<file path="config.mk">
export PLATFORM = sky130hd
export DESIGN_NAME = i2c_byte_shifter
export DESIGN_NICKNAME = d
export VERILOG_FILES = /design/src/i2c_slave_pkg.sv /design/src/i2c_byte_shifter.sv
export SDC_FILE = /design/constraint.sdc
export NUM_CORES = 1
export LEC_CHECK = 0
export BUFFER_PORTS_ARGS = -buffer_cell sky130_fd_sc_hd__buf_4
export CORE_UTILIZATION = 40
export CTS_BUF_LIST = sky130_fd_sc_hd__clkbuf_2 sky130_fd_sc_hd__clkbuf_4 sky130_fd_sc_hd__clkbuf_8
export DETAILED_ROUTE_END_ITERATION = 8
export PLACE_DENSITY = 0.81
export SLEW_MARGIN = 20
export SYNTH_ARGS = -nofsm -noshare
export SYNTH_HDL_FRONTEND = slang
export SYNTH_SLANG_ARGS = --single-unit
</file>
<file path="constraint.sdc">
create_clock -name CLOCK -period 0.8 [get_ports CLOCK]
set_input_delay 0.12 -clock CLOCK [delete_from_list [all_inputs] [get_ports CLOCK]]
set_output_delay 0.12 -clock CLOCK [all_outputs]
set_load 0.02 [all_outputs]
</file>
<file path="src/i2c_slave_pkg.sv">
`default_nettype none

package i2c_slave_pkg;

    // transaction states
    typedef enum logic [2:0]
    {
        IDLE,
        ADDR,
        REG_PTR,
        WR_DATA,
        RD_DATA,
        WAIT_STOP
    } fsm_state_t;

    localparam int BYTE_W       = 8;
    localparam int WORD_W       = 16;
    localparam int NUM_WORDS    = 4;  // r/w words at byte addresses 0x00..0x07
    localparam int LOCAL_ADDR_W = 3;

    // register map
    localparam logic [BYTE_W-1:0] RO_BASE      = 8'h08;  // first read-only byte
    localparam logic [BYTE_W-1:0] UNMAPPED_VAL = 8'hFF;

    // defaults for the top level parameters
    localparam logic [6:0] DEFAULT_SLAVE_ADDR   = 7'h50;
    localparam int         DEFAULT_DEBOUNCE_LEN = 10;  // ~208 ns at 48 MHz

endpackage

`default_nettype wire

</file>
<file path="src/i2c_byte_shifter.sv">
`timescale 1ns/100ps
`default_nettype none

module i2c_byte_shifter (
    input  logic                              CLOCK,
    input  logic                              RESET,
    input  logic                              sda_filt,
    input  logic                              sample,
    input  logic                              shift,
    input  logic                              ack_slot,
    input  logic                              load,
    input  logic [i2c_slave_pkg::BYTE_W-1:0]  load_byte,
    input  logic                              tx_en,
    input  logic                              ack_en,
    output logic [i2c_slave_pkg::BYTE_W-1:0]  rx_byte,
    output logic                              sda_pull
);

    import i2c_slave_pkg::*;

    logic [BYTE_W-1:0] tx_reg;

    // receive, msb first
    always_ff @(posedge CLOCK)
    begin
        if (sample)
            rx_byte <= {rx_byte[BYTE_W-2:0], sda_filt};
    end

    // transmit register, msb on the line
    always_ff @(posedge CLOCK)
    begin
        if (RESET)
        begin
            tx_reg <= '1;
        end
        else if (load)
        begin
            tx_reg <= load_byte;
        end
        else if (shift)
        begin
            tx_reg <= {tx_reg[BYTE_W-2:0], 1'b1};  // release after last bit
        end
    end

    // open drain, only ever pulls low
    always_comb
    begin
        if (ack_slot)
            sda_pull = ack_en;
        else
            sda_pull = tx_en & ~tx_reg[BYTE_W-1];
    end

endmodule

`default_nettype wire

</file>
## Word-level counts from Yosys, hierarchy flattened

Cells that the tools add are included.
W data, S select, Z words.

| word-level totals | value |
|---|---|
| register bits after elaboration | 16 |
| output and inout port bits | 9 |

| operators by class | value |
|---|---|
| mux-type cells | 3 |
| bitwise gates (word level) | 2 |
| reduce and logical (&&, ||, !) cells | 1 |

Operators by type and width:

| operator | number |
|---|---|
| $mux W8 | 2 |
| $reduce_bool A2 Y1 | 1 |
| $and A1 B1 Y1 | 1 |
| $mux W1 | 1 |
| $not A1 Y1 | 1 |

## Logic depth before layout (Yosys ltp)

| depth | value |
|---|---|
| depth in word-level cells | 3 |
| gate-level depth with buffers | 3 |
| gate-level depth less buffers | 2 |

## Worst setup path after synthesis

No wires, ideal clock.

| path | value |
|---|---|
| path type | reg-to-output |
| from | reg tx_reg[7] |
| to | out sda_pull |
| arrival time | 0.887 ns |
| required time | 0.680 ns |
| slack | -0.207 ns |
| stages on the path, launching flop included | 3 |
| cell sequence | dfxtp_1 nand2b_1 o21ai_0 |

| between the ends | value |
|---|---|
| longest elaborated chain between the ends | 3 |

RTL lines:

| what | RTL line | RTL |
|---|---|---|
| start, declared | i2c_byte_shifter.sv:21 | `logic [BYTE_W-1:0] tx_reg;` |
| start signal, assigned | i2c_byte_shifter.sv:39 | `tx_reg <= load_byte;` |
| start signal, assigned | i2c_byte_shifter.sv:43 | `tx_reg <= {tx_reg[BYTE_W-2:0], 1'b1};` |
| $not A1 Y1 | i2c_byte_shifter.sv:53 | `sda_pull = tx_en & ~tx_reg[BYTE_W-1];` |
| $and A1 B1 Y1 | i2c_byte_shifter.sv:53 |  |
| $mux W1 | i2c_byte_shifter.sv:50 | `if (ack_slot)` |
| end, declared | i2c_byte_shifter.sv:16 | `output logic sda_pull` |

No other way between the ends.

## Final worst setup path

Same ends and word-level chain as after synthesis.

==> flow_summary.yaml <==
synthesis:
  synth_cell_types: 13
  synth_area_um2: 620.6
  synth_nets: 63
  yosysWarnings: 0
  ys_seq_area_share_pct: 64.52
  netlist_instances: 46
  syn_avg_cell_area_um2: 13.49
  synth_seq_cells: 16
min_path:
  hold_path_end: "rx_byte[0]$_DFFE_PP_"
  min_path_type: "input pin to flip-flop"
  min_path_cells: 1
  hp-start: "sda_filt"
global_routing:
  grt_first_pass_wirelength_mm: 1.794
  grt_pass1_vias: 424
  global_route.overflow_total: 0
  grt_usage_pct: 16.87
  grt_max_degree: 11
  antenna_found_initial: 0
sta:
  grt_setup_unrepaired: "true"
  fin_tns_setup_ns: -1.617
  finalSetupViolations: 11
  drv_slew: 0
  fmax_mhz: 901.4
  period_share_pct: 138.7
  finClkSkew_ns: 0.001100
  hold_violations: 0
  worst_slew_pin_slew_ns: 0.2906
  slew_headroom_pct: 80.61
  worst_slack_ns: -0.3094
  min_period_ns: 1.109
layout:
  drive_gt1_share_pct: 45.57
  multi_input_comb_area_um2: 201.4
  fin_cells: 94
  syn_to_final_growth_pct: 47.78
  fillers: 116
  num_antenna_cells: 0
  register_area_um2: 400.4
  fin_area_um2: 917.1
  finalNetCount: 97
  utilization_pct: 67.12
critical_path:
  cp-end-kind: "output port"
  crit_type: "flip-flop to output port"
  cp.required_ns: 0.68
  r2r_start: "rx_byte[3]$_DFFE_PP_"
  worstSetupStartpointType: "flip-flop"
  r2r_slack_ns: -0.02
  r2r-end: "rx_byte[4]$_DFFE_PP_"
  reg2reg_depth: 1
  worstPathMaxFanout: 2
  worstPathArrival_ns: 0.99
placement:
  placedCellCount: 84
  port_buffers: 25
  placed_area_um2: 808.3
  dp_hpwl_um: 830.2
  gp_congestion: 0.6936
  post-place-ws_ns: -0.008872
clock_tree:
  cts_sinks: 16
  htreeDepth: 1
  root_buffer: "clkbuf_4"
  tritoncts: "done"
  cts_buffers: 3
  cts_buffer_depth: 2
  clk_latency_ns: 0.28
  hold_buffers: 0
  clkTransAtPathRegs_ns: 0.09
drt:
  drt-total-wl_mm: 1.181
  ant_nets: 0
  dr_total_vias: 460
  drt_iter0_drc: 4
  drt_pass1_iterations: 2
  wl_per_cell_um: 12.56
  remaining_drc_errors: 0
  via_per_inst: 4.894
outcome:
  violations: "setup timing"
  status: "finished, violations left"
floorplan:
  io_pins: 26
  initial_utilization_pct: 45.42
  die_y_um: 41.39
  core_um2: 1366
  dieArea_um2: 1713
  die_w_um: 41.39
  num_rows: 13
pwr:
  peakVddDrop_mv: 1.017
  p_per_area_nw_per_um2: 1779
  leakagePower_uw: 0.0003958
run:
  cap_violations: 0
[metal layers]
metal / up-vias / part of all wire [%] / global-route usage (%)
met3: 0 / 5.8 / 3.191
met5: - / 0 / 0
met4: 0 / 0 / 7.258
met1: 210 / 43 / 18.86
li1: 234 / - / -
met2: 16 / 51 / 30.86
[cell usage in the layout, fill, tap and decap left out, drive strengths merged]
master and instances:
nand2b 1, mux2i 7, dfxtp 8, nor2 1
nor3 1, o21ai 1, nor2b 1, nand2 1
o21bai 1, nor3b 7, clkinv 1, a21oi 7
buf 31, clkbuf 3, edfxtp 8
[kinds of logic after synthesis]
family | count (synthesis) | share of synthesized area [%]
flip-flops | 16 | 64.52
AND/OR/NAND/NOR | 12 | 12.90
AO/OA/AOI/OAI | 9 | 7.660
multiplexers | 7 | 11.29
buffers and inverters | 2 | 3.629
[how the worst max path moves through the flow]
stage          slack [ns]  endpoint              startpoint
2_1_floorplan        0.03  sda_pull  tx_reg[7]$_SDFFE_PP1P_
3_3_place_gp         0.02  sda_pull  tx_reg[7]$_SDFFE_PP1P_
3_5_place_dp       -0.009  sda_pull  tx_reg[7]$_SDFFE_PP1P_
4_1_cts             -0.32  sda_pull  tx_reg[7]$_SDFFE_PP1P_
5_1_grt             -0.36  sda_pull  tx_reg[7]$_SDFFE_PP1P_
6_report            -0.31  sda_pull  tx_reg[7]$_SDFFE_PP1P_
[synthesized netlist by cell type]
cell type	count	area, um2
a21oi_1	7	35.03
buf_6	2	22.52
dfxtp_1	8	160.2
edfxtp_1	8	240.2
mux2i_1	7	70.07
nand2_1	1	3.750
nand2b_1	1	6.260
nor2_2	1	6.260
nor2b_1	1	6.260
nor3_1	1	5.000
nor3b_1	7	52.55
o21ai_0	1	5.000
o21bai_1	1	7.510
[power by group]
| part | switching (uW) | internal, uW | leakage (uW) |
|---|---|---|---|
| combinational | 112 | 157 | 0.000236 |
| clock | 238 | 181 | 0.0000154 |
| sequential | 29.3 | 914 | 0.000145 |
| total | 379 | 1250 | 0.000396 |
[critical path, stage by stage, from the launching register on]
cell      delay (ns)
dfxtp_1         0.32
nand2b_1        0.14
o21ai_2         0.13
buf_6           0.13
[final cells by class]
cell class                      instances  area share, %
Clock buffer                            3          2.456
Clock inverter                          1         0.4093
Multi-Input combinational cell         28          21.96
Sequential cell                        16          43.66
Tap cell                               15          2.046
Timing Repair Buffer                   31          29.47
[timing repair]
action	in CTS	in global routing
hold endpoints to repair	0	0
gates cloned	0	0
gates resized for setup	8	2
pin swaps	0	0
setup buffers	4	3
endpoints found under the setup margin	9	13
[stage by stage]
stage / hold WS (ns) / total power [uW]
finish: 0.01493 / 1632
global route: 0.001166 / 1700
floorplan: 0.2189 / 1066
detailed placement: 0.3050 / 1186
CTS: 0.01026 / 1627
global placement: 0.2984 / 1176
Power figures use the tool's default switching activity.
