<file path="src/i2c_bit_counter.sv">
`timescale 1ns/100ps
`default_nettype none

module i2c_bit_counter (
    input  logic CLOCK,
    input  logic RESET,
    input  logic clear,
    input  logic scl_rise,
    input  logic scl_fall,
    output logic sample,
    output logic shift,
    output logic ack_slot,
    output logic byte_done
);

    logic [3:0] cnt;  // rising scl edges seen in this byte

    // the fall right after START sees cnt 0 and marks nothing
    assign sample    = scl_rise & (cnt < 4'd8);
    assign shift     = scl_fall & (cnt >= 4'd1) & (cnt <= 4'd7);
    assign byte_done = scl_fall & (cnt == 4'd9);

    always_ff @(posedge CLOCK)
    begin
        if (RESET || clear)
        begin
            cnt      <= 4'd0;
            ack_slot <= 1'b0;
        end
        else
        begin
            if (byte_done)
                cnt <= 4'd0;
            else if (scl_rise)
                cnt <= cnt + 4'd1;

            if (scl_fall && cnt == 4'd8)
                ack_slot <= 1'b1;  // ninth clock begins
            else if (byte_done)
                ack_slot <= 1'b0;
        end
    end

endmodule

`default_nettype wire

</file>
<file path="config.mk">
export PLATFORM = sky130hd
export DESIGN_NAME = i2c_bit_counter
export DESIGN_NICKNAME = d
export VERILOG_FILES = /design/src/i2c_bit_counter.sv
export SDC_FILE = /design/constraint.sdc
export NUM_CORES = 1
export LEC_CHECK = 0
export BUFFER_PORTS_ARGS = -buffer_cell sky130_fd_sc_hd__buf_2
export CAP_MARGIN = 20
export CELL_PAD_IN_SITES_DETAIL_PLACEMENT = 0
export CELL_PAD_IN_SITES_GLOBAL_PLACEMENT = 1
export CORE_AREA = 2 2 39 41
export CTS_CLUSTER_SIZE = 8
export DETAILED_ROUTE_END_ITERATION = 12
export DIE_AREA = 0 0 41 43
export GPL_TIMING_DRIVEN = 1
export PLACE_DENSITY_LB_ADDON = 0.1
export REMOVE_ABC_BUFFERS = 1
export SYNTH_ARGS = -nofsm -noshare
export SYNTH_HDL_FRONTEND = slang
export SYNTH_SLANG_ARGS = --single-unit
</file>
<file path="constraint.sdc">
create_clock -name CLOCK -period 1.2 [get_ports CLOCK]
set_input_delay 0.3 -clock CLOCK [delete_from_list [all_inputs] [get_ports CLOCK]]
set_output_delay 0.3 -clock CLOCK [all_outputs]
set_load 0.02 [all_outputs]
</file>
# Yosys cells after proc, flatten, opt, wreduce, memory -nomap -nowiden
# Index checks and enable logic that the tools add are counted.
[totals] memories=0 register_bits=5 latch_bits=0 inputBits=5 rom_bits=0 ram_bits=0
[op_classes] bitwise=4 order_cmp=3 muxes=2 shift=0 mul=0 add_sub_neg=1 div_mod_pow=0 reduce_logical=4 n_eq_ne=2
[op_table] cell="4-bit == test (second input constant)" count=2
[op_table] cell="4-bit by 1-bit adder with 4-bit output (second input constant)" count=1
[op_table] cell="1-bit bitwise AND" count=4
[op_table] cell="4-bit by 1-bit >= comparator with 1-bit output (second input constant)" count=1
[op_table] cell="4-bit by 3-bit <= comparator with 1-bit output (second input constant)" count=1
[op_table] cell="4-bit less-than comparator (second input constant)" count=1
[op_table] cell="1-bit two-way mux" count=2
[op_table] cell="2-bit nonzero test" count=1
[op_table] cell="2-bit OR reduction" count=1
[op_table] cell="1-bit logical AND" count=1
[op_table] cell="1-bit logical OR" count=1

# Longest topological paths before layout
[logic_depth] word_depth=4 ltp_mapped=5

# Least setup slack after synthesis
# Ideal clock, no wire load.
[synth_timing] path_kind="flip-flop to output port" start="register cnt[0]" end="output shift" arrival_time_ps=986 path_stages_with_launch=4 setup_slack_ps=-86 cell_sequence="dfxtp_1 inv_1 ha_1 a21oi_1"
[synth_between] elab_chain_len=3
[synth_rtl] element="start: declaration" line="16" source="logic [3:0] cnt;"
[synth_rtl] element="start signal: assignment" line="35" source="cnt <= cnt + 4'd1;"
[synth_rtl] element="4-bit by 1-bit >= comparator with 1-bit output" line="20" source="assign shift = scl_fall & (cnt >= 4'd1) & (cnt <= 4'd7);"
[synth_rtl] element="1-bit bitwise AND" line="20"
[synth_rtl] element="1-bit bitwise AND (*)" line="20"
[synth_rtl] element="end: declaration" line="11" source="output logic shift,"
# Every way passes the cells marked *; elsewhere a longest branch is shown, timed or not.

# Worst setup path in the final report
[layout_timing] start="register cnt[1]" end="output byte_done"
[layout_between] elab_chain_len=2
[layout_rtl] element="4-bit == test" line="21" source="assign byte_done = scl_fall & (cnt == 4'd9);"
[layout_rtl] element="1-bit bitwise AND" line="21"
[layout_rtl] element="end: declaration" line="13" source="output logic byte_done"
# Every way passes these cells.

==> summary.md <==
For this run, the slowest stage of the critical path takes 0.31 ns. The worst setup path startpoint was cnt[1]$_SDFFE_PP0P_. In the global route stage, overall resource usage came out at 9.83%. In the routed design, unresolved DRC markers number 0.

The die height is 43 um. The total overflow left after global routing is 0. Count of hold-fix buffers inserted at cts: 0. Traced cell by cell, the critical path runs through inv_2 -> ha_4 -> nand4b_1 -> inv_1 -> buf_6. The instance area after placement is 370 sq um, and the via density per instance is 4.03.

In this run the tightest slew margin relative to its limit is 90.9%. The count of pins over their slew limit is 0. Count of warnings emitted by yosys: 0.

The worst-case IR drop observed on VDD is 0.298 mV. TritonCTS built the clock tree. The detail route stage leaves a number of antenna-violating nets equal to 0. The per-instance average area after synthesis came out at 8.76 sq um. The tightest min-delay check is of the in2reg type.

Dividing the final minimum period by the clock period gives 115%. 0 antenna diodes ended up in the layout. The highest net fanout along the worst path works out to 3.

Setup repair after global routing could not meet its margin everywhere. The tools report the total power consumption of the routed design as 0.416 mW. The total die area came out at 1760 sq um. The run gives 15 as the distinct cell type count of the synthesized netlist. The layout has 160 filler cells. The number of buffers and inverters on the critical path is 3.

The top-level port count is 9, and the post-synthesis cell count is 32. Clock skew on the completed layout was measured at 0.000104 ns. The share of the core filled with cells in the final layout is 31.8%, and the die width is 41 um. The average routed wire per standard cell was 9.31 um. STA classifies the critical path startpoint as a flip-flop. Category of the critical setup timing path: reg2out. The floorplan step defined a core boundary enclosing 1380 sq um.

For this design the static power due to leakage is 0.203 nW. The total number of cells along the worst setup path was 5. For this block, the initial DRC count from the detailed router was 0.

In the final timing run, aggregate negative setup slack is -0.369 ns. The number of cells on the worst reg-to-reg path was 6; the clock input transition at the sequential cells of the worst setup and hold paths was 0.04 ns. The kind of end point of the critical path is a primary output. The flow ran to the end, but the final reports show violations. The number of search-and-repair iterations in the first detailed-routing pass is 1.

The tools report the number of buffers inserted during clock tree synthesis as 3. The worst register-to-register path ends at ack_slot$_SDFFE_PP0P_. Summed over all layers, the routed wires come to 605 um.

The tools report the number of buffers between clock root and the deepest sink as 2. Kind of cell adding the most delay to the critical path: flip-flops. Summing the sequential cell areas from Yosys gives 35.7% of the chip area. After legalization and detailed placement, the total HPWL measured 471 um. Number of storage elements in the synthesis netlist: 5. The initial utilization of the core area, before any placement, comes to 20.3%.

At the pin with the least slew margin, the transition time is 0.133 ns. Relative to the synthesized area, the layout overhead comes to 57.1%. Final hold analysis gives a worst-case slack of 0.235 ns. The floorplan has 14 rows. The run gives 0 as the max-capacitance violation count. The number of global-route vias before repair is 276, and the via total after detailed routing is 262. The number of non-filler instances in the completed layout was 65. The maximum number of pins on one net before global-route repair was 6.

The worst path needs 1.38 ns of the cycle, external delays included. Counting tap cells, the placed design contains a total of 60 instances. The start of the worst register-to-register path was cnt[1]$_SDFFE_PP0P_.

The tools report the reg2reg setup slack as 0.09 ns. The count of buffers inserted at the top-level ports works out to 8. The tools report the number of antenna violations at the first check in global routing as 0. Of the cells placed in the final design, the portion with a size suffix greater than 1 is 51.0%.

STA puts the critical path data arrival time at 1.08 ns. The clock drives 5 sinks. The weighted congestion at the end of routability-driven global placement is 0.678. At the later pin of the worst-skew pair, clock insertion delay measures 0.24 ns. The slack of the critical path is -0.185 ns. Following the worst setup path forward leads to its endpoint at byte_done.

Setup violations remaining at the end of the flow were counted as 2. The largest individual stage delay along the critical path comes from the cell dfxtp_2. The final non-filler cell area is 440 sq um. Areal power density over the cells: 944 nW/um^2. The root buffer cell chosen for the clock tree is clkbuf_4. The post-placement worst setup slack was 0.00262 ns. The wire length of the first global-routing pass came out at 1.08 mm.

For this run, the post-layout net count is 59. For the worst setup path, the data required time is 0.90 ns. The count of H-tree levels built during CTS is 1, and the final number of hold-violating endpoints is 0.

The final reports fail on setup timing. In this run the cell area of the synthesized design comes to 280 sq um. The highest attainable clock frequency is 722 MHz.
-- report_power, final --
group | switching (mW) | internal, mW | leakage [nW]
registers | 0.00309 | 0.168 | 0.0422
logic | 0.0262 | 0.0246 | 0.146
clock network | 0.0680 | 0.126 | 0.0150
total | 0.0973 | 0.319 | 0.203
-- sequential cells by signal, summed over array words and instances (netlist names) --
| register | cells |
|---|---|
| cnt | 4 |
| ack_slot | 1 |
-- worst reg2reg max path, delay by kind of cell, from the launching register on --
family | cells | cell delay (ns)
DFF | 1 | 0.32
and+or+nand+nor | 2 | 0.23
buffers and inverters | 2 | 0.17
adders and majority gates | 1 | 0.16
AOI/OAI and AO/OA | 1 | 0.11
-- routing by layer --
layer | routed length (um) | GRT usage, % | up-vias | share of wire (%)
met5 | 0 | 0 | - | 0
li1 | - | - | 141 | -
met2 | 314 | 12.8 | 5 | 52
met3 | 31 | 4.71 | 2 | 5.1
met4 | 4 | 10.0 | 0 | 0.66
met1 | 256 | 10.6 | 114 | 42
-- layout make-up --
type,count,area [sq um],area share (%)
well taps,16,20.0,4.55
repair buffers,13,86.3,19.6
multi-input cells,24,190,43.2
clock buffers,4,26.3,5.97
inverters,3,11.3,2.56
flip-flops and latches,5,106,24.1
-- cell families (layout without fill, tap and decap cells) --
logic type      after synthesis  count (layout)  synth area share (%)
simple gates                 14              14                  25.9
flops                         5               5                  35.7
fa+ha+maj                     4               4                  17.9
xor+xnor                      3               3                  9.38
buf+inv                       3              20                  4.02
compound gates                2               2                  3.57
mux                           1               1                  3.57
-- synth_stat cells --
| cell type | n | area, sq um |
|---|---|---|
| a21oi_1 | 2 | 10.0 |
| and4b_1 | 1 | 10.0 |
| dfxtp_1 | 5 | 100 |
| ha_1 | 4 | 50.1 |
| inv_1 | 3 | 11.3 |
| mux2i_1 | 1 | 10.0 |
| nand2_1 | 2 | 7.51 |
| nand2b_1 | 1 | 6.26 |
| nand4_1 | 1 | 6.26 |
| nand4b_1 | 1 | 8.76 |
| nor2_1 | 6 | 22.5 |
| nor2b_1 | 1 | 6.26 |
| nor3_1 | 1 | 5.00 |
| xnor2_1 | 1 | 8.76 |
| xor2_1 | 2 | 17.5 |
-- cells in the final DEF, fill, tap and decap left out --
| cell type | Yosys | routed |
|---|---|---|
| xnor2_1 | 1 | 1 |
| ha_4 | 0 | 1 |
| nor3_1 | 1 | 1 |
| nand4_1 | 1 | 1 |
| buf_4 | 0 | 6 |
| a21oi_2 | 0 | 1 |
| nor2_1 | 6 | 5 |
| clkbuf_4 | 0 | 3 |
| inv_2 | 0 | 2 |
| nand2b_1 | 1 | 1 |
| xor2_1 | 2 | 2 |
| ha_1 | 4 | 2 |
| nor2b_1 | 1 | 1 |
| clkbuf_1 | 0 | 1 |
| buf_2 | 0 | 6 |
| and4b_1 | 1 | 1 |
| buf_6 | 0 | 1 |
| a21oi_1 | 2 | 1 |
| ha_2 | 0 | 1 |
| inv_1 | 3 | 1 |
| nand4b_1 | 1 | 1 |
| dfxtp_2 | 0 | 2 |
| mux2i_1 | 1 | 1 |
| dfxtp_1 | 5 | 2 |
| nand2_1 | 2 | 2 |
| nor2_2 | 0 | 1 |
| dfxtp_4 | 0 | 1 |
-- worst min path at each step --
stage | start | end | slack, ns | cells past startpoint
after floorplan | RESET | ack_slot$_SDFFE_PP0P_ | 0.38 | 1
after global placement | RESET | ack_slot$_SDFFE_PP0P_ | 0.48 | 2
after detailed placement | RESET | ack_slot$_SDFFE_PP0P_ | 0.49 | 2
after CTS | RESET | ack_slot$_SDFFE_PP0P_ | 0.23 | 2
after global routing | RESET | ack_slot$_SDFFE_PP0P_ | 0.23 | 2
final | RESET | ack_slot$_SDFFE_PP0P_ | 0.24 | 2
-- repair_timing --
action                     in CTS  in global routing
setup endpoints to repair       2                  5
setup buffers                   0                  1
pin swaps                       2                  1
resized for setup              13                  1
Power figures use the tool's default switching activity.
