**src/i2c_slave_pkg.sv**
```systemverilog
`default_nettype none

package i2c_slave_pkg;

    // transaction states
    typedef enum logic [2:0]
    {
        IDLE,
        ADDR,
        REG_PTR,
        WR_DATA,
        RD_DATA,
        WAIT_STOP
    } fsm_state_t;

    localparam int BYTE_W       = 8;
    localparam int WORD_W       = 16;
    localparam int NUM_WORDS    = 4;  // r/w words at byte addresses 0x00..0x07
    localparam int LOCAL_ADDR_W = 3;

    // register map
    localparam logic [BYTE_W-1:0] RO_BASE      = 8'h08;  // first read-only byte
    localparam logic [BYTE_W-1:0] UNMAPPED_VAL = 8'hFF;

    // defaults for the top level parameters
    localparam logic [6:0] DEFAULT_SLAVE_ADDR   = 7'h50;
    localparam int         DEFAULT_DEBOUNCE_LEN = 10;  // ~208 ns at 48 MHz

endpackage

`default_nettype wire

```
**src/i2c_reg_file.sv**
```systemverilog
`timescale 1ns/100ps
`default_nettype none

module i2c_reg_file (
    input  logic                                    CLOCK,
    input  logic                                    RESET,
    input  logic [i2c_slave_pkg::BYTE_W-1:0]        reg_ptr,
    input  logic                                    wr_strobe,
    input  logic [i2c_slave_pkg::BYTE_W-1:0]        wr_byte,
    output logic [i2c_slave_pkg::BYTE_W-1:0]        rd_byte,
    input  logic                                    local_rd_en,
    input  logic [i2c_slave_pkg::LOCAL_ADDR_W-1:0]  local_addr,
    output logic [i2c_slave_pkg::WORD_W-1:0]        local_data,
    output logic                                    mclk_speed,
    output logic                                    idle_mode,
    output logic [1:0]                              mclk_mode,
    output logic [4:0]                              rows_delay
);

    import i2c_slave_pkg::*;

    localparam int WIDX_W = $clog2(NUM_WORDS);

    localparam logic [WORD_W-1:0] WORD_INIT [NUM_WORDS] = '{16'h8095, 16'h031D, 16'h0, 16'h0};
    localparam logic [BYTE_W-1:0] RO_BYTES  [4]         = '{8'h10, 8'h20, 8'h30, 8'h40};

    logic [WORD_W-1:0] words [NUM_WORDS];
    logic [WIDX_W-1:0] widx;     // word holding reg_ptr
    logic [BYTE_W-1:0] ro_off;

    assign widx   = reg_ptr[WIDX_W:1];
    assign ro_off = reg_ptr - RO_BASE;

    always_ff @(posedge CLOCK)
    begin
        if (RESET)
        begin
            words <= WORD_INIT;
        end
        else if (wr_strobe && reg_ptr < RO_BASE)
        begin
            if (reg_ptr[0])
                words[widx][BYTE_W-1:0] <= wr_byte;       // odd address, low byte
            else
                words[widx][WORD_W-1:BYTE_W] <= wr_byte;
        end
    end

    always_comb
    begin
        if (reg_ptr < RO_BASE)
            rd_byte = reg_ptr[0] ? words[widx][BYTE_W-1:0] : words[widx][WORD_W-1:BYTE_W];
        else if (ro_off < 8'd4)
            rd_byte = RO_BYTES[ro_off[1:0]];
        else
            rd_byte = UNMAPPED_VAL;
    end

    // local word port, holds between reads
    always_ff @(posedge CLOCK)
    begin
        if (RESET)
            local_data <= '0;
        else if (local_rd_en)
            local_data <= (local_addr < NUM_WORDS) ? words[local_addr[WIDX_W-1:0]] : '0;
    end

    // config fields in word 1
    assign mclk_speed = words[1][0];
    assign idle_mode  = words[1][1];
    assign mclk_mode  = words[1][7:6];
    assign rows_delay = words[1][15:11];

endmodule

`default_nettype wire

```
**config.mk**
```make
export PLATFORM = sky130hd
export DESIGN_NAME = i2c_reg_file
export DESIGN_NICKNAME = d
export VERILOG_FILES = /design/src/i2c_slave_pkg.sv /design/src/i2c_reg_file.sv
export SDC_FILE = /design/constraint.sdc
export NUM_CORES = 1
export LEC_CHECK = 0
export BUFFER_PORTS_ARGS = -buffer_cell sky130_fd_sc_hd__clkbuf_2
export CAP_MARGIN = 10
export CELL_PAD_IN_SITES_DETAIL_PLACEMENT = 0
export CELL_PAD_IN_SITES_GLOBAL_PLACEMENT = 1
export CORE_MARGIN = 1
export CORE_UTILIZATION = 33
export CTS_CLUSTER_DIAMETER = 80
export DETAILED_ROUTE_END_ITERATION = 6
export PLACE_DENSITY_LB_ADDON = 0.1
export SLEW_MARGIN = 40
export SYNTH_ARGS = -nofsm -noshare
export SYNTH_HDL_FRONTEND = slang
export SYNTH_SLANG_ARGS = --single-unit
export TNS_END_PERCENT = 100
```
**constraint.sdc**
```tcl
create_clock -name CLOCK -period 2.1 [get_ports CLOCK]
set_clock_uncertainty 0.1 [all_clocks]
set_input_delay 0.21 -clock CLOCK [delete_from_list [all_inputs] [get_ports CLOCK]]
set_output_delay 0.21 -clock CLOCK [all_outputs]
set_load 0.1 [all_outputs]
```
# == Word-level counts from Yosys, hierarchy flattened ==
# Index checks and enable logic that the tools add are counted.
# totals
regBits,80
input_bits,23
out_inout_bits,33
word_cells,38
# op_classes
n_addsub,1
n_lt_le_gt_ge,7
muxes,20
bitwise_logic,3
reduce_logical,2
# op_table
op,n
bitwise mux 64 bit,2
2-to-1 mux 16 bit,6
binary-select mux 16 bit (select 2 bit),2
demux 16 bit (select 2 bit),2
2-to-1 mux 64 bit,1
2-to-1 mux 8 bit,6
binary-select mux 8 bit (select 2 bit),1
"greater-or-equal comparator 3 bit, second input constant",3
inverter 2 -> 3 bit,3
"< comparator 8 x 3 -> 1 bit, second input constant",1
"< comparator 8 x 4 -> 1 bit, second input constant",1
"subtractor 8 x 4 -> 8 bit, second input constant",1
"< comparator 3 x 1 -> 1 bit, second input constant",1
"< comparator 3 bit, second input constant",1
logical AND 1 bit,2

# == Depth between registers and ports, before layout ==
# depth
depth_word,7
mapped_depth,6

# == Least setup slack after synthesis ==
# OpenSTA, ideal clock, no wires.
# synth_timing
path_kind,input port to output port
startpoint,input port reg_ptr[3] (netlist name)
endpoint,output port rd_byte[4] (netlist name)
arrival_ps,3137
slack_ps,-1347
path_stages,6
cell_sequence,inv_1 > ha_1 > xnor2_1 > and3_1 > clkbuf_1 > a211oi_1
# synth_via
elab_chain_cells,4
word_cells_on_any_way,5
cone_classes,add/sub: 1; order compare: 2; mux: 2
# synth_rtl
item,line,rtl
"start, declared",i2c_reg_file.sv:7,"input logic [i2c_slave_pkg::BYTE_W-1:0] reg_ptr,"
subtractor 8 x 4 -> 8 bit,i2c_reg_file.sv:32,assign ro_off = reg_ptr - RO_BASE;
< comparator 8 x 3 -> 1 bit,i2c_reg_file.sv:53,else if (ro_off < 8'd4)
2-to-1 mux 8 bit,i2c_reg_file.sv:53,
2-to-1 mux 8 bit (*),i2c_reg_file.sv:51,if (reg_ptr < RO_BASE)
"end, declared",i2c_reg_file.sv:10,"output logic [i2c_slave_pkg::BYTE_W-1:0] rd_byte,"
# Mark *: on every way between the ends. The rest lies on a longest branch, timed or not.

# == Worst setup path after layout ==
# layout_timing
startpoint,register words[12] (netlist name)
endpoint,output port rd_byte[4] (netlist name)
# layout_via
elab_chain_cells,5
# layout_rtl
item,line,rtl
"start, declared",i2c_reg_file.sv:27,logic [WORD_W-1:0] words [NUM_WORDS];
"start signal, assigned by index",i2c_reg_file.sv:43,words[widx][BYTE_W-1:0] <= wr_byte;
"start signal, assigned by index",i2c_reg_file.sv:45,words[widx][WORD_W-1:BYTE_W] <= wr_byte;
binary-select mux 16 bit (select 2 bit),i2c_reg_file.sv:52,rd_byte = reg_ptr[0] ? words[widx][BYTE_W-1:0] : words[widx][WORD_W-1:BYTE_W];
2-to-1 mux 16 bit (not written as such) (2 in a row),i2c_reg_file.sv:52,
2-to-1 mux 8 bit,i2c_reg_file.sv:52,
2-to-1 mux 8 bit,i2c_reg_file.sv:51,
# No other way between the ends. The select of a mux whose other input is x is not followed.

==> impl_metrics.tcl <==
set metrics [dict create \
    required_ns 1.79 \
    synth-edff-count 0 \
    io_pins 56 \
    grt_max_degree 65 \
    start_util_pct 33.7 \
    cp-start-kind "flip-flop" \
    ys_seq_area_share_pct 35.8 \
    layout.cells.non_filler 690 \
    die_area_um2 14000 \
    area_delta_synth_final_pct 25.3 \
    powerDensity_nw_per_um2 615 \
    slew_headroom_pct 59.1 \
    clkLatencyLatePin_ns 0.35 \
    post_cts_buffers 0 \
    drv_slew 0 \
    vias_per_cell 6.16 \
    status "finished clean" \
    gp_congestion 0.798 \
    grtUsageTotal_pct 23.5 \
    cts_tree "done" \
    syn-instance-count 484 \
    netlist_area_um2 4470 \
    core_area_um2 13200 \
    maxClockFrequency_ghz 0.479 \
    drtIter0Drc 301 \
    cp_max_fo 3 \
    endpoint_kind "output port" \
    antenna_found_initial 1 \
    hp-class "in2reg" \
    fin_ws_ns 0.0121 \
    fin_crit_ns 2.09 \
    die_y_um 118 \
    wirelength_um 15900 \
    wl_per_cell_um 23.0 \
    grt_overflow_total 0 \
    htreeDepth 3 \
    dp_hpwl_um 10700 \
    ys_types 38 \
    finalHoldViolations 0 \
    arrival_ns 1.78 \
    vdd_drop_max_mv 0.456 \
    die_x_um 118 \
    final_common_cell "dfxtp_1" \
    grt_pass1_wl_um 24800 \
    timing_worst_setup_path_type "reg2out" \
    cts_buffers 9 \
    pre_cts_ws_ns 0.0671 \
    period_share_pct 99.4 \
    mostFrequentLayoutCells "77 x dfxtp_1, 69 x a21oi_1, 53 x nand4_1, 53 x o31ai_1, 47 x clkbuf_2" \
    clk_pin_slew_worst_paths_ns 0.06 \
    synth.avg_cell_area_um2 9.23 \
    cts_root_buf "clkbuf_16" \
    synthArstFlopShare_pct 0 \
    synthesis.nets 509 \
    row_count 42 \
    drive_gt1_share_pct 32.7 \
    postRouteAntennaNets 0 \
    cellLeakagePower_nw 1.90 \
    hold_buffers 0 \
    place_inst 677 \
    maxCapViolCount 0 \
    setup_viol 0 \
    drc_errors 0 \
    synth_seq_cells 80 \
    grt_pass1_vias 4018 \
    drt_pass1_iterations 6 \
    yosys_warnings 0 \
    synth_top_flop_cell "dfxtp_1" \
    cts_sinks 80 \
    io_buffer_count 55 \
    cts_buffer_depth 2 \
    finalNetCount 536 \
    tightest_slew_ns 0.611 \
    antenna_cells 0 \
    vias 4252 \
]
==> state kept, by name (all words and copies together), names as in the netlist <==
| name | count |
|---|---|
| words | 55 |
| mclk_mode | 2 |
| idle_mode | 1 |
| rows_delay | 5 |
| mclk_speed | 1 |
| local_data | 16 |
==> Yosys cell counts, drive strengths merged (3+ instances only) <==
cell | number | area, µm²
mux2i | 7 | 70.1
dfxtp | 80 | 1600
mux4 | 27 | 608
nor2b | 17 | 106
a21oi | 69 | 345
nor4 | 13 | 87.6
a311o | 5 | 50.1
a31oi | 11 | 68.8
buf | 27 | 156
inv | 6 | 22.5
o31ai | 53 | 398
nand4 | 53 | 332
o22ai | 10 | 62.6
nor4b | 3 | 32.5
nor2 | 17 | 63.8
mux2 | 5 | 56.3
clkbuf | 54 | 205
o21ai | 11 | 55.1
==> layout make-up <==
type                       count  area (µm²)
timing repair buffer          97         823
multi-input combinational    317        2680
tap                          176         220
clock buffer                  13         250
inverter                       6        22.5
sequential                    80        1610
fill                        1324        7640
clock inverter                 1        5.00
==> what timing repair did <==
action,in CTS,in global routing
resized for setup,3,8
pin swaps,0,0
endpoints found under the setup margin,2,8
==> path summary, 6_finish.rpt <==
| check | from | endpoint | slack, ns | cells past startpoint |
|---|---|---|---|---|
| setup / recovery | words[12] | rd_byte[4] | 0.01 | 5 |
| hold / removal | wr_byte[7] | rows_delay[4] | 0.13 | 3 |
| setup reg to reg | rows_delay[0] | local_data[11] | 0.69 | 4 |
| hold reg to reg | words[51] | words[51] | 0.39 | 2 |
==> worst max-delay path, stage by stage, from the launching register on <==
cell and delay, ns:
dfxtp_1 0.35, mux4_2 0.53, nor4_4 0.16, buf_4 0.16, a211oi_4 0.04, buf_12 0.17
==> per-layer routing <==
metal / global-route usage [%] / up-vias / wire length, µm
met5: 0 / - / 0
met4: 8.15 / 0 / 344
met3: 6.37 / 23 / 1230
met2: 35.3 / 192 / 7220
met1: 32.5 / 2096 / 7100
li1: - / 1941 / -
==> through the flow <==
stage                     power [mW]  hold WS, ns  cell area [µm²]  TNS, ns  utilization (%)
final                           3.45        0.132             5600        0             42.3
after global placement          2.06        0.363             5290        0             39.9
after CTS                       3.47        0.125             5550        0             41.9
after global routing            3.58        0.141             5600  -0.0253             42.3
after detailed placement        2.05        0.375             5290        0             39.9
after floorplan                 1.87        0.323             4600   -0.144                -
==> power by group <==
group | total [mW] | leakage, nW | switching (mW) | internal [mW]
clock network | 1.41 | 0.126 | 0.596 | 0.818
registers | 1.53 | 0.646 | 0.00338 | 1.52
logic | 0.505 | 1.13 | 0.338 | 0.168
total | 3.45 | 1.90 | 0.937 | 2.51
==> cells by family after synthesis <==
| family | count (synthesis) | synth area share (%) |
|---|---|---|
| compound gates | 162 | 22.4 |
| simple gates | 113 | 16.0 |
| buf+inv | 87 | 8.59 |
| flops | 80 | 35.8 |
| mux | 39 | 16.4 |
| fa+ha+maj | 2 | 0.560 |
| xor+xnor | 1 | 0.196 |
Power figures use the tool's default switching activity.
