$ cat src/i2c_slave_pkg.sv
`default_nettype none

package i2c_slave_pkg;

    // transaction states
    typedef enum logic [2:0]
    {
        IDLE,
        ADDR,
        REG_PTR,
        WR_DATA,
        RD_DATA,
        WAIT_STOP
    } fsm_state_t;

    localparam int BYTE_W       = 8;
    localparam int WORD_W       = 16;
    localparam int NUM_WORDS    = 4;  // r/w words at byte addresses 0x00..0x07
    localparam int LOCAL_ADDR_W = 3;

    // register map
    localparam logic [BYTE_W-1:0] RO_BASE      = 8'h08;  // first read-only byte
    localparam logic [BYTE_W-1:0] UNMAPPED_VAL = 8'hFF;

    // defaults for the top level parameters
    localparam logic [6:0] DEFAULT_SLAVE_ADDR   = 7'h50;
    localparam int         DEFAULT_DEBOUNCE_LEN = 10;  // ~208 ns at 48 MHz

endpackage

`default_nettype wire

$ cat src/i2c_slave_fsm.sv
`timescale 1ns/100ps
`default_nettype none

module i2c_slave_fsm #(
    parameter logic [6:0] SLAVE_ADDR = i2c_slave_pkg::DEFAULT_SLAVE_ADDR
) (
    input  logic                              CLOCK,
    input  logic                              RESET,
    input  logic                              start_det,
    input  logic                              stop_det,
    input  logic                              byte_done,
    input  logic                              ack_slot,
    input  logic [i2c_slave_pkg::BYTE_W-1:0]  rx_byte,
    output logic                              byte_clear,
    output logic                              load,
    output logic                              tx_en,
    output logic                              ack_en,
    output logic [i2c_slave_pkg::BYTE_W-1:0]  reg_ptr,
    output logic                              wr_strobe
);

    import i2c_slave_pkg::*;

    fsm_state_t state;
    logic       ack_q;       // ack_slot delayed
    logic       addr_match;

    assign addr_match = (rx_byte[BYTE_W-1:1] == SLAVE_ADDR);

    // acked bytes: matching address, pointer, first data byte
    assign ack_en = ((state == ADDR) && addr_match)
                  || (state == REG_PTR)
                  || (state == WR_DATA);

    // hold off one cycle while the transmit register loads
    assign tx_en = (state == RD_DATA) && !load;

    always_ff @(posedge CLOCK)
    begin
        if (RESET)
        begin
            state      <= IDLE;
            ack_q      <= 1'b0;
            byte_clear <= 1'b0;
            load       <= 1'b0;
            wr_strobe  <= 1'b0;
            reg_ptr    <= '0;
        end
        else
        begin
            ack_q      <= ack_slot;
            byte_clear <= 1'b0;
            load       <= 1'b0;
            wr_strobe  <= (state == WR_DATA) && ack_slot && !ack_q;  // data byte complete

            if (start_det)
            begin
                state <= ADDR;  // also repeated start
            end
            else if (stop_det)
            begin
                state      <= IDLE;
                byte_clear <= 1'b1;
            end
            else if (byte_done)
            begin
                case (state)
                    ADDR:
                    begin
                        if (!addr_match)
                        begin
                            state      <= IDLE;  // not for us
                            byte_clear <= 1'b1;
                        end
                        else if (rx_byte[0])
                        begin
                            state <= RD_DATA;
                            load  <= 1'b1;
                        end
                        else
                        begin
                            state <= REG_PTR;
                        end
                    end
                    REG_PTR:
                    begin
                        reg_ptr <= rx_byte;  // kept across transactions
                        state   <= WR_DATA;
                    end
                    WR_DATA, RD_DATA:
                    begin
                        state <= WAIT_STOP;  // no bursts
                    end
                    default:
                    begin
                        state <= state;
                    end
                endcase
            end
        end
    end

endmodule

`default_nettype wire

$ cat config.mk
export PLATFORM = sky130hd
export DESIGN_NAME = i2c_slave_fsm
export DESIGN_NICKNAME = d
export VERILOG_FILES = /design/src/i2c_slave_pkg.sv /design/src/i2c_slave_fsm.sv
export SDC_FILE = /design/constraint.sdc
export NUM_CORES = 1
export LEC_CHECK = 0
export ABC_CLOCK_PERIOD_IN_PS = 1250
export BUFFER_PORTS_ARGS = -buffer_cell sky130_fd_sc_hd__buf_2
export CAP_MARGIN = 20
export CORE_AREA = 2 2 42 44
export DETAILED_ROUTE_END_ITERATION = 10
export DIE_AREA = 0 0 44 46
export MAX_ROUTING_LAYER = met4
export PLACE_DENSITY = 0.8
export SYNTH_ARGS = -nofsm -noshare
export SYNTH_HDL_FRONTEND = slang
export SYNTH_SLANG_ARGS = --single-unit
$ cat constraint.sdc
create_clock -name CLOCK -period 1.25 [get_ports CLOCK]
set_clock_uncertainty 0.05 [all_clocks]
set_input_delay 0.0625 -clock CLOCK [delete_from_list [all_inputs] [get_ports CLOCK]]
set_output_delay 0.0625 -clock CLOCK [all_outputs]
set_load 0.02 [all_outputs]
Yosys cells after proc, flatten, opt, wreduce, memory -nomap -nowiden
Index checks and enable logic that the tools add are counted.
{"block": "word_totals", "wordCells": 46, "out_inout_bits": 13, "regBits": 15, "in_bits": 14}
{"block": "op_classes", "n_reduce_logical": 18, "n_eq_ne": 5, "mux": 11, "n_bitwise": 5}
{"operator": "$pmux W3 S3", "count": 1}
{"operator": "$mux W1", "count": 8}
{"operator": "$eq A7 B7 Y1 const B", "count": 1}
{"operator": "$eq A3 B2 Y1 const B", "count": 2}
{"operator": "$mux W3", "count": 2}
{"operator": "$reduce_bool A3 Y1", "count": 2}
{"operator": "$reduce_or A6 Y1", "count": 1}
{"operator": "$not A1 Y1", "count": 5}
{"operator": "$reduce_bool A5 Y1", "count": 1}
{"operator": "$logic_and A1 B1 Y1", "count": 4}
{"operator": "$reduce_and A2 Y1", "count": 2}
{"operator": "$reduce_and A4 Y1", "count": 1}
{"operator": "$reduce_or A2 Y1", "count": 2}
{"operator": "$eq A3 B1 Y1 const B", "count": 1}
{"operator": "$eq A3 B3 Y1 const B", "count": 1}
{"operator": "$reduce_or A3 Y1", "count": 1}
{"operator": "$logic_not A1 Y1", "count": 2}
{"operator": "$logic_or A1 B1 Y1", "count": 2}

Longest topological paths before layout
Gate-level depths: netlist of run 1.
{"block": "logic_depth", "word_depth": 6, "mapped_depth": 5, "depth_no_buf": 3}

Least setup slack after synthesis of run 1
OpenSTA, ideal clock, no wires.
{"block": "synth_path", "kind": "register to output", "startpoint": "register state[0]", "endpoint": "output port tx_en", "t_arrival_ns": 1.059, "slack_ns": 0.078, "required_ns": 1.138, "stages_incl_launch_ff": 4, "path_buffers": 1, "cell_sequence": "dfxtp_1 > buf_2 > nand2b_1 > nor3_1"}
{"block": "synth_via", "elab_chain_cells": 2}
{"item": "start, declared", "line_no": "i2c_slave_fsm.sv:24", "text": "fsm_state_t state;"}
{"item": "start signal, assigned", "line_no": "i2c_slave_fsm.sv:96", "text": "state <= state;"}
{"item": "$eq A3 B3 Y1", "line_no": "i2c_slave_fsm.sv:36", "text": "assign tx_en = (state == RD_DATA) && !load;"}
{"item": "$logic_and A1 B1 Y1", "line_no": "i2c_slave_fsm.sv:36"}
{"item": "end, declared", "line_no": "i2c_slave_fsm.sv:16", "text": "output logic tx_en,"}
No other way between the ends.

Worst setup path after layout of run 1
{"block": "layout_path", "startpoint": "register state[1]", "endpoint": "output port ack_en"}
{"block": "layout_via", "elab_chain_cells": 4, "elab_cells_between_ends": 6, "classes_between": "eq/ne: 3; reduce/logical: 3"}
{"item": "$eq A3 B1 Y1", "line_no": "i2c_slave_fsm.sv:31", "text": "assign ack_en = ((state == ADDR) && addr_match)"}
{"item": "$logic_and A1 B1 Y1", "line_no": "i2c_slave_fsm.sv:31"}
{"item": "$logic_or A1 B1 Y1", "line_no": "i2c_slave_fsm.sv:32", "text": "|| (state == REG_PTR)"}
{"item": "$logic_or A1 B1 Y1 *", "line_no": "i2c_slave_fsm.sv:33", "text": "|| (state == WR_DATA);"}
{"item": "end, declared", "line_no": "i2c_slave_fsm.sv:17", "text": "output logic ack_en,"}
Mark *: on every way between the ends. The rest lies on a longest branch, timed or not.

==> metrics.log, run 1 <==
[metrics] Final ANT Viol Nets: 0
[metrics] H-tree Lvls: 1
[metrics] Num CTS Buffers: 3
[metrics] commonest non-fill, non-tap cells in the layout: buf_2 (24), dfxtp_1 (12), a21oi_1 (11)
[metrics] Hold/Removal Path Class: input pin to flip-flop
[metrics] IO Count: 27
[metrics] cell row count: 15
[metrics] first-pass GRT wire length: 2560 µm
[metrics] Max IR drop VDD: 0.565 mV
[metrics] Worst EP required: 1140 ps
[metrics] Final Setup Violations: 0
[metrics] final hold violation count: 0
[metrics] met3 wire len: 88 µm
[metrics] worst max-slew margin expressed relative to the limit: 78.6%
[metrics] switching power: 0.000227 W
[metrics] WP data arrival: 1130 ps
[metrics] type of element capturing the critical path: output port
[metrics] Compound-Gate Fraction of Synth Area: 23.1%
[metrics] Peak Freq: 0.808 GHz
[metrics] main combinational cell family by area after synthesis: simple AND/OR/NAND/NOR gates
[metrics] CTS root buffer: clkbuf_4
[metrics] Sink Count: 15
[metrics] number of detailed-route iterations in the first pass: 4
[metrics] area occupied by multi-input gates: 389 µm²
[metrics] share of synthesized registers carrying an async set or reset: 0%
[metrics] Pins Over Slew Limit: 0
[metrics] share of the synthesized area in the top cell type: 43.2%
[metrics] number of synthesized register bits: 15
[metrics] total length of routed wires: 1830 µm
[metrics] unrepaired setup endpoints after global routing: true
[metrics] fraction of power spent switching nets: 25.5%
[metrics] die outline area: 0.00202 mm²
[metrics] critical register-to-register path startpoint: state[1]
[metrics] Largest stage delay, worst path: 360 ps
[metrics] clock slew at reported path FFs: 90 ps
[metrics] Die Width: 44 µm
[metrics] Post-Synth Simple-Gate Area: 27.0%
[metrics] fraction of power consumed by combinational cells: 13.0%
[metrics] leakage power: 0.425 nW
[metrics] post-detailed-placement half-perimeter wirelength: 1200 µm
[metrics] max-cap violations: 0
[metrics] period utilisation layout: 99.0%
[metrics] Post-Synth Adder-Cell Area: 0%
[metrics] leading cell type in the layout, fill and taps excluded: buf_2
[metrics] setup slack of the critical path after layout: 12.5 ps
[metrics] # nets final: 131
[metrics] primary flip-flop cell chosen by synthesis mapping: dfxtp_1
[metrics] later-pin clock latency in the skew report: 290 ps
[metrics] maximum clock insertion buffer count: 2
[metrics] syn_nets: 92
[metrics] Avg Inst Size Synth: 8.90 µm²
[metrics] xor and xnor area share after synthesis: 1.26%
[metrics] total design power: 0.000892 W
[metrics] area of all sequential standard cells: 309 µm²
[metrics] post-synth top area cell: dfxtp_1
[metrics] number of input and output port buffers inserted: 26
[metrics] core area: 0.00161 mm²
[metrics] antenna violations before repair: 0
[metrics] internal cell power: 0.000665 W
[metrics] pin count of the biggest net entering global routing: 12
[metrics] vias per std cell: 5.56
[metrics] reg2reg setup slack: 10 ps
[metrics] Worst Setup Start Kind: flip-flop
[metrics] share of the yosys chip area belonging to registers: 43.2%
[metrics] uppermost layer routed: met4
[metrics] path type of the worst setup path: flip-flop to output port
[metrics] fraction of final layout cells with drive strength greater than 1: 40.5%
[metrics] number of cell instances on the worst register-to-register path: 5
[metrics] chip height: 46 µm
[metrics] Power per Cell Area: 882 mW/mm²
[metrics] global-route usage over all layers: 18.8%
[metrics] utilization of the core after routing: 62.7%
[metrics] routed wl met2: 949 µm
[metrics] number of fillers in the final layout: 131
[metrics] worst hold slack: 5.58 ps
[metrics] number of DRC violations after detailed routing: 0
[metrics] highest-delay cell along the critical path: dfxtp_4
[metrics] number of enable flip-flop cells after synthesis: 0
[metrics] Inserted Diodes: 0
[metrics] Worst-Margin Slew: 320 ps
[metrics] Max FO, Critical Path: 5
[metrics] number of DRC markers in iteration 0: 39
[metrics] wire length per cell: 13.7 µm
[metrics] number of vias in the routed layout: 739
[metrics] crit path to: ack_en
[metrics] synth-to-layout area growth: 45.8%
[metrics] Reg2Reg Capture Point: reg_ptr[4]
[metrics] final critical path time including I/O delays and setup: 1240 ps
[metrics] routed metal-1 wirelength: 739 µm
[metrics] synthesized area: 694 µm²
[metrics] setup TNS: 0 ps
[metrics] number of synthesis warnings: 0
[metrics] worst setup path startpoint: state[1]
[metrics] weighted congestion reported at the end of routability-driven placement: 0.781
[metrics] Syn Inst Count: 78
[metrics] cells taking the most area after synthesis: dfxtp_1 (43%), a21oi_1 (7.9%), nand3_1 (6.5%)
[metrics] ordered cell list for the critical path: buf_6, a31oi_1, nor2_1, buf_4
[metrics] via count of the first global-routing pass: 620
[metrics] post-place setup slack: -42.9 ps
[metrics] portion of total power attributed to the clock network: 32.2%
[metrics] effective utilization at floorplan: 43.0%
[metrics] sequential cell fraction of total power: 54.8%
[metrics] status: finished, final reports clean
[metrics] mux cell area share after synthesis: 0%
[metrics] distinct cell type count of the synthesized netlist: 31
[metrics] CTS tree: done
[metrics] aggregate global routing overflow: 0
==> stage by stage <==
| step | area [µm²] | instances |
|---|---|---|
| after floorplan | 694 | 78 |
| after global placement | 861 | 121 |
| after detailed placement | 861 | 121 |
| after CTS | 958 | 131 |
| after global routing | 1010 | 133 |
| final | 1010 | 133 |
==> flip-flops by register name, indices dropped and copies added (netlist names) <==
register    flops
wr_strobe       1
reg_ptr         8
load            1
byte_clear      1
state           3
ack_q           1
==> power groups by stage <==
| stage | logic (W) | registers, W | clock network [W] |
|---|---|---|---|
| final | 0.000116 | 0.000489 | 0.000287 |
| after global routing | 0.000126 | 0.000490 | 0.000308 |
| after CTS | 0.000108 | 0.000489 | 0.000293 |
| after detailed placement | 0.0000929 | 0.000501 | 0 |
| after global placement | 0.0000918 | 0.000501 | 0 |
| after floorplan | 0.0000484 | 0.000498 | 0 |
==> worst min path at each step <==
stage	endpoint	startpoint	depth (start not counted)	slack [ps]
floorplan	byte_clear	start_det	1	80
global placement	byte_clear	start_det	2	230
detailed placement	byte_clear	start_det	2	240
CTS	reg_ptr[5]	rx_byte[5]	3	0.5
global route	reg_ptr[3]	rx_byte[3]	3	10
finish	reg_ptr[4]	rx_byte[4]	3	6
==> layer usage <==
layer | vias up | GRT usage [%]
li1 | 365 | -
met1 | 345 | 20.9
met2 | 24 | 28.2
met3 | 5 | 3.57
met4 | 0 | 17.0
met5 | - | -
==> critical path: cells and delay by family, from the launching register on <==
| kind | cells | cell delay, ps |
|---|---|---|
| and+or+nand+nor | 1 | 60 |
| DFF | 1 | 360 |
| buffers and inverters | 2 | 280 |
| AOI/OAI and AO/OA | 1 | 130 |
==> cell type report <==
cell class,instances,area share [%]
clock buffers,4,2.60
inverters,2,0.742
multi-input cells,55,38.4
flip-flops and latches,15,30.5
well taps,17,2.10
repair buffers,40,25.6
==> logic make-up after synthesis <==
logic type	after synthesis
flops	15
simple gates	27
compound gates	27
xor+xnor	1
buf+inv	8
==> synth_stat cells (2+ instances only) <==
master,instances
dfxtp_1,15
a21oi_1,11
nand3_1,9
o21ai_0,9
nor2_1,4
buf_2,3
inv_1,2
nand2b_1,2
==> repair_timing <==
action	in CTS	in global routing
hold endpoints to repair	7	0
pin swaps	0	1
endpoints found under the setup margin	10	10
buffers inserted	0	2
gates resized for setup	5	15
hold buffers	6	0
(Power assumes the default switching activity.)
==> run 2, diff against run 1 <==
--- a/config.mk
+++ b/config.mk
@@ -8,11 +8,11 @@
 export ABC_CLOCK_PERIOD_IN_PS = 1250
 export BUFFER_PORTS_ARGS = -buffer_cell sky130_fd_sc_hd__buf_2
 export CAP_MARGIN = 20
-export CORE_AREA = 2 2 42 44
+export CORE_AREA = 2 2 49 51
 export DETAILED_ROUTE_END_ITERATION = 10
-export DIE_AREA = 0 0 44 46
+export DIE_AREA = 0 0 51 53
 export MAX_ROUTING_LAYER = met4
-export PLACE_DENSITY = 0.8
+export PLACE_DENSITY = 0.63
 export SYNTH_ARGS = -nofsm -noshare
 export SYNTH_HDL_FRONTEND = slang
 export SYNTH_SLANG_ARGS = --single-unit
==> metrics.log, run 2 (synthesis gave the netlist of run 1 again) <==
[metrics] total instance count after detailed placement: 132 (+9.1%)
[metrics] utilization of the core after routing: 50.1% (-13 points)
[metrics] synth-to-layout area growth: 55.1%
[metrics] biggest registers after layout: reg_ptr x8, state x3
[metrics] pin count of the biggest net entering global routing: 12 (unchanged)
[metrics] aggregate global routing overflow: 0 (unchanged)
[metrics] effective utilization at floorplan: 32.3% (-11 points)
[metrics] chip height: 53 µm (+15%)
[metrics] status: finished, final reports clean
[metrics] number of DRC violations after detailed routing: 0 (unchanged)
[metrics] post-place setup slack: 28.0 ps (+70.9 ps)
[metrics] Worst-Margin Slew: 338 ps (+18.9 ps)
[metrics] Sink Count: 15 (unchanged)
[metrics] WP data arrival: 1390 ps (+260 ps)
[metrics] Max IR drop VDD: 0.430 mV (-24%)
[metrics] CTS root buffer: clkbuf_4
[metrics] IO Count: 27 (unchanged)
[metrics] H-tree Lvls: 1 (unchanged)
[metrics] reg2reg setup slack: 20 ps (about the same)
[metrics] ordered cell list for the critical path: buf_4, and4bb_4, nand3_1, a21oi_1
[metrics] core area: 0.00215 mm² (+33%)
[metrics] Power per Cell Area: 821 mW/mm² (-6.9%)
[metrics] clock slew at reported path FFs: 100 ps (about the same)
[metrics] vias per std cell: 5.09 (-8.4%)
[metrics] Post-DP Area: 875 µm² (+1.6%)
[metrics] total design power: 0.000884 W (-0.95%)
[metrics] unrepaired setup endpoints after global routing: true
[metrics] period utilisation layout: 98.2% (-0.80 points)
[metrics] number of input and output port buffers inserted: 26 (unchanged)
[metrics] commonest non-fill, non-tap cells in the layout: buf_2 (25), dfxtp_1 (12), a21oi_1 (10)
[metrics] Die Width: 51 µm (+16%)
[metrics] type of element capturing the critical path: flip-flop
[metrics] setup slack of the critical path after layout: 22.5 ps (+9.99 ps)
[metrics] first-pass GRT wire length: 2870 µm (+12%)
[metrics] wire length per cell: 12.6 µm (-8.5%)
[metrics] Worst Setup Start Kind: flip-flop
[metrics] Num CTS Buffers: 3 (unchanged)
[metrics] total length of routed wires: 1860 µm (+1.8%)
[metrics] later-pin clock latency in the skew report: 280 ps (about the same)
[metrics] # nets final: 135 (+3.1%)
[metrics] Final Setup Violations: 0 (unchanged)
[metrics] Largest stage delay, worst path: 370 ps (about the same)
[metrics] number of detailed-route iterations in the first pass: 4 (unchanged)
[metrics] post-detailed-placement half-perimeter wirelength: 1250 µm (+4.2%)
[metrics] number of vias in the routed layout: 753 (+1.9%)
[metrics] max-cap violations: 0 (unchanged)
[metrics] Pins Over Slew Limit: 0 (unchanged)
[metrics] Peak Freq: 0.815 GHz (+0.81%)
[metrics] global-route usage over all layers: 14.5% (-4.2 points)
[metrics] Max FO, Critical Path: 8 (+3)
[metrics] via count of the first global-routing pass: 718 (+16%)
[metrics] Inserted Diodes: 0 (unchanged)
[metrics] leakage power: 0.446 nW (+4.9%)
[metrics] die outline area: 0.00270 mm² (+34%)
[metrics] register with the most flip-flops: reg_ptr
[metrics] fraction of final layout cells with drive strength greater than 1: 43.3% (+2.8 points)
[metrics] Hold/Removal Path Class: input pin to flip-flop
[metrics] number of DRC markers in iteration 0: 13 (-67%)
[metrics] cell row count: 17 (+2)
[metrics] final hold violation count: 0 (unchanged)
[metrics] number of fillers in the final layout: 207 (+58%)
[metrics] path type of the worst setup path: flip-flop to flip-flop
[metrics] non-filler cells, final: 148 (+11%)
[metrics] maximum clock insertion buffer count: 2 (unchanged)
[metrics] CP top delay family: simple AND/OR/NAND/NOR gates
[metrics] final cell area excluding filler cells: 0.00108 mm² (+6.4%)
[metrics] highest-delay cell along the critical path: dfxtp_4
[metrics] number of buffer and inverter instances along the worst setup path: 1 (-1)
[metrics] flip-flop count of the largest register after layout: 8 (unchanged)
[metrics] leading cell type in the layout, fill and taps excluded: buf_2
[metrics] worst max-slew margin expressed relative to the limit: 77.3% (-1.3 points)
[metrics] antenna violations before repair: 0 (unchanged)
[metrics] final critical path time including I/O delays and setup: 1230 ps (-9.99 ps)
[metrics] CTS tree: done
[metrics] weighted congestion reported at the end of routability-driven placement: 0.853 (+9.2%)
[metrics] Worst EP required: 1410 ps (+270 ps)
[metrics] Final ANT Viol Nets: 0 (unchanged)
run 2: changes by cell type in the layout (fill, tap and decap cells not counted), sizes merged:
cell         change
buf              +3
clkbuf           -1
clkinv           +1
dlygate4sd3      +1
run 2: per-layer routing:
layer	global-route usage (%)	share of wire, %	vias to the layer above
li1	-	-	375
met1	15.3	43	346
met2	24.2	52	28
met3	2.26	3.7	4
met4	11.7	1.5	0
met5	-	0	-
run 2: tightest hold or removal path, delay by kind of cell:
| kind | cells | cell delay (ps) |
|---|---|---|
| AOI/OAI and AO/OA | 1 | 50 |
| buffers and inverters | 1 | 120 |
| and+or+nand+nor | 1 | 60 |
run 2: cell type report:
cell class | count | area (µm²) | share of cell area, %
clock buffer | 3 | 22.5 | 2.09
clock inverter | 1 | 5.00 | 0.465
inverter | 2 | 7.51 | 0.697
multi-input combinational | 55 | 399 | 37.1
sequential | 15 | 312 | 28.9
tap | 28 | 35.0 | 3.25
timing repair buffer | 44 | 297 | 27.5
run 2: where the power goes:
group | total, W | internal, W | switching [W]
clock network | 0.000276 | 0.000118 | 0.000158
logic | 0.000123 | 0.0000638 | 0.0000594
registers | 0.000484 | 0.000479 | 0.00000532
run 2: repair_timing:
item	CTS	global route
hold endpoints to repair	8	0
endpoints found under the setup margin	2	11
gates resized for setup	9	17
pin swaps	1	4
hold buffers	7	0
buffers inserted	4	1
run 2: worst paths after layout:
path / cells past startpoint / endpoint / start
max: 4 / reg_ptr[5] / state[2]
min: 3 / reg_ptr[4] / rx_byte[4]
max reg2reg: 4 / reg_ptr[5] / state[2]
min reg2reg: 1 / wr_strobe / ack_q
run 2: metrics by stage:
step           hold slack [ps]  setup TNS (ps)
2_1_floorplan             77.1               0
3_5_place_dp               225               0
6_report                  12.8               0
3_3_place_gp               227               0
5_1_grt                   24.7           -74.2
4_1_cts                   7.23               0
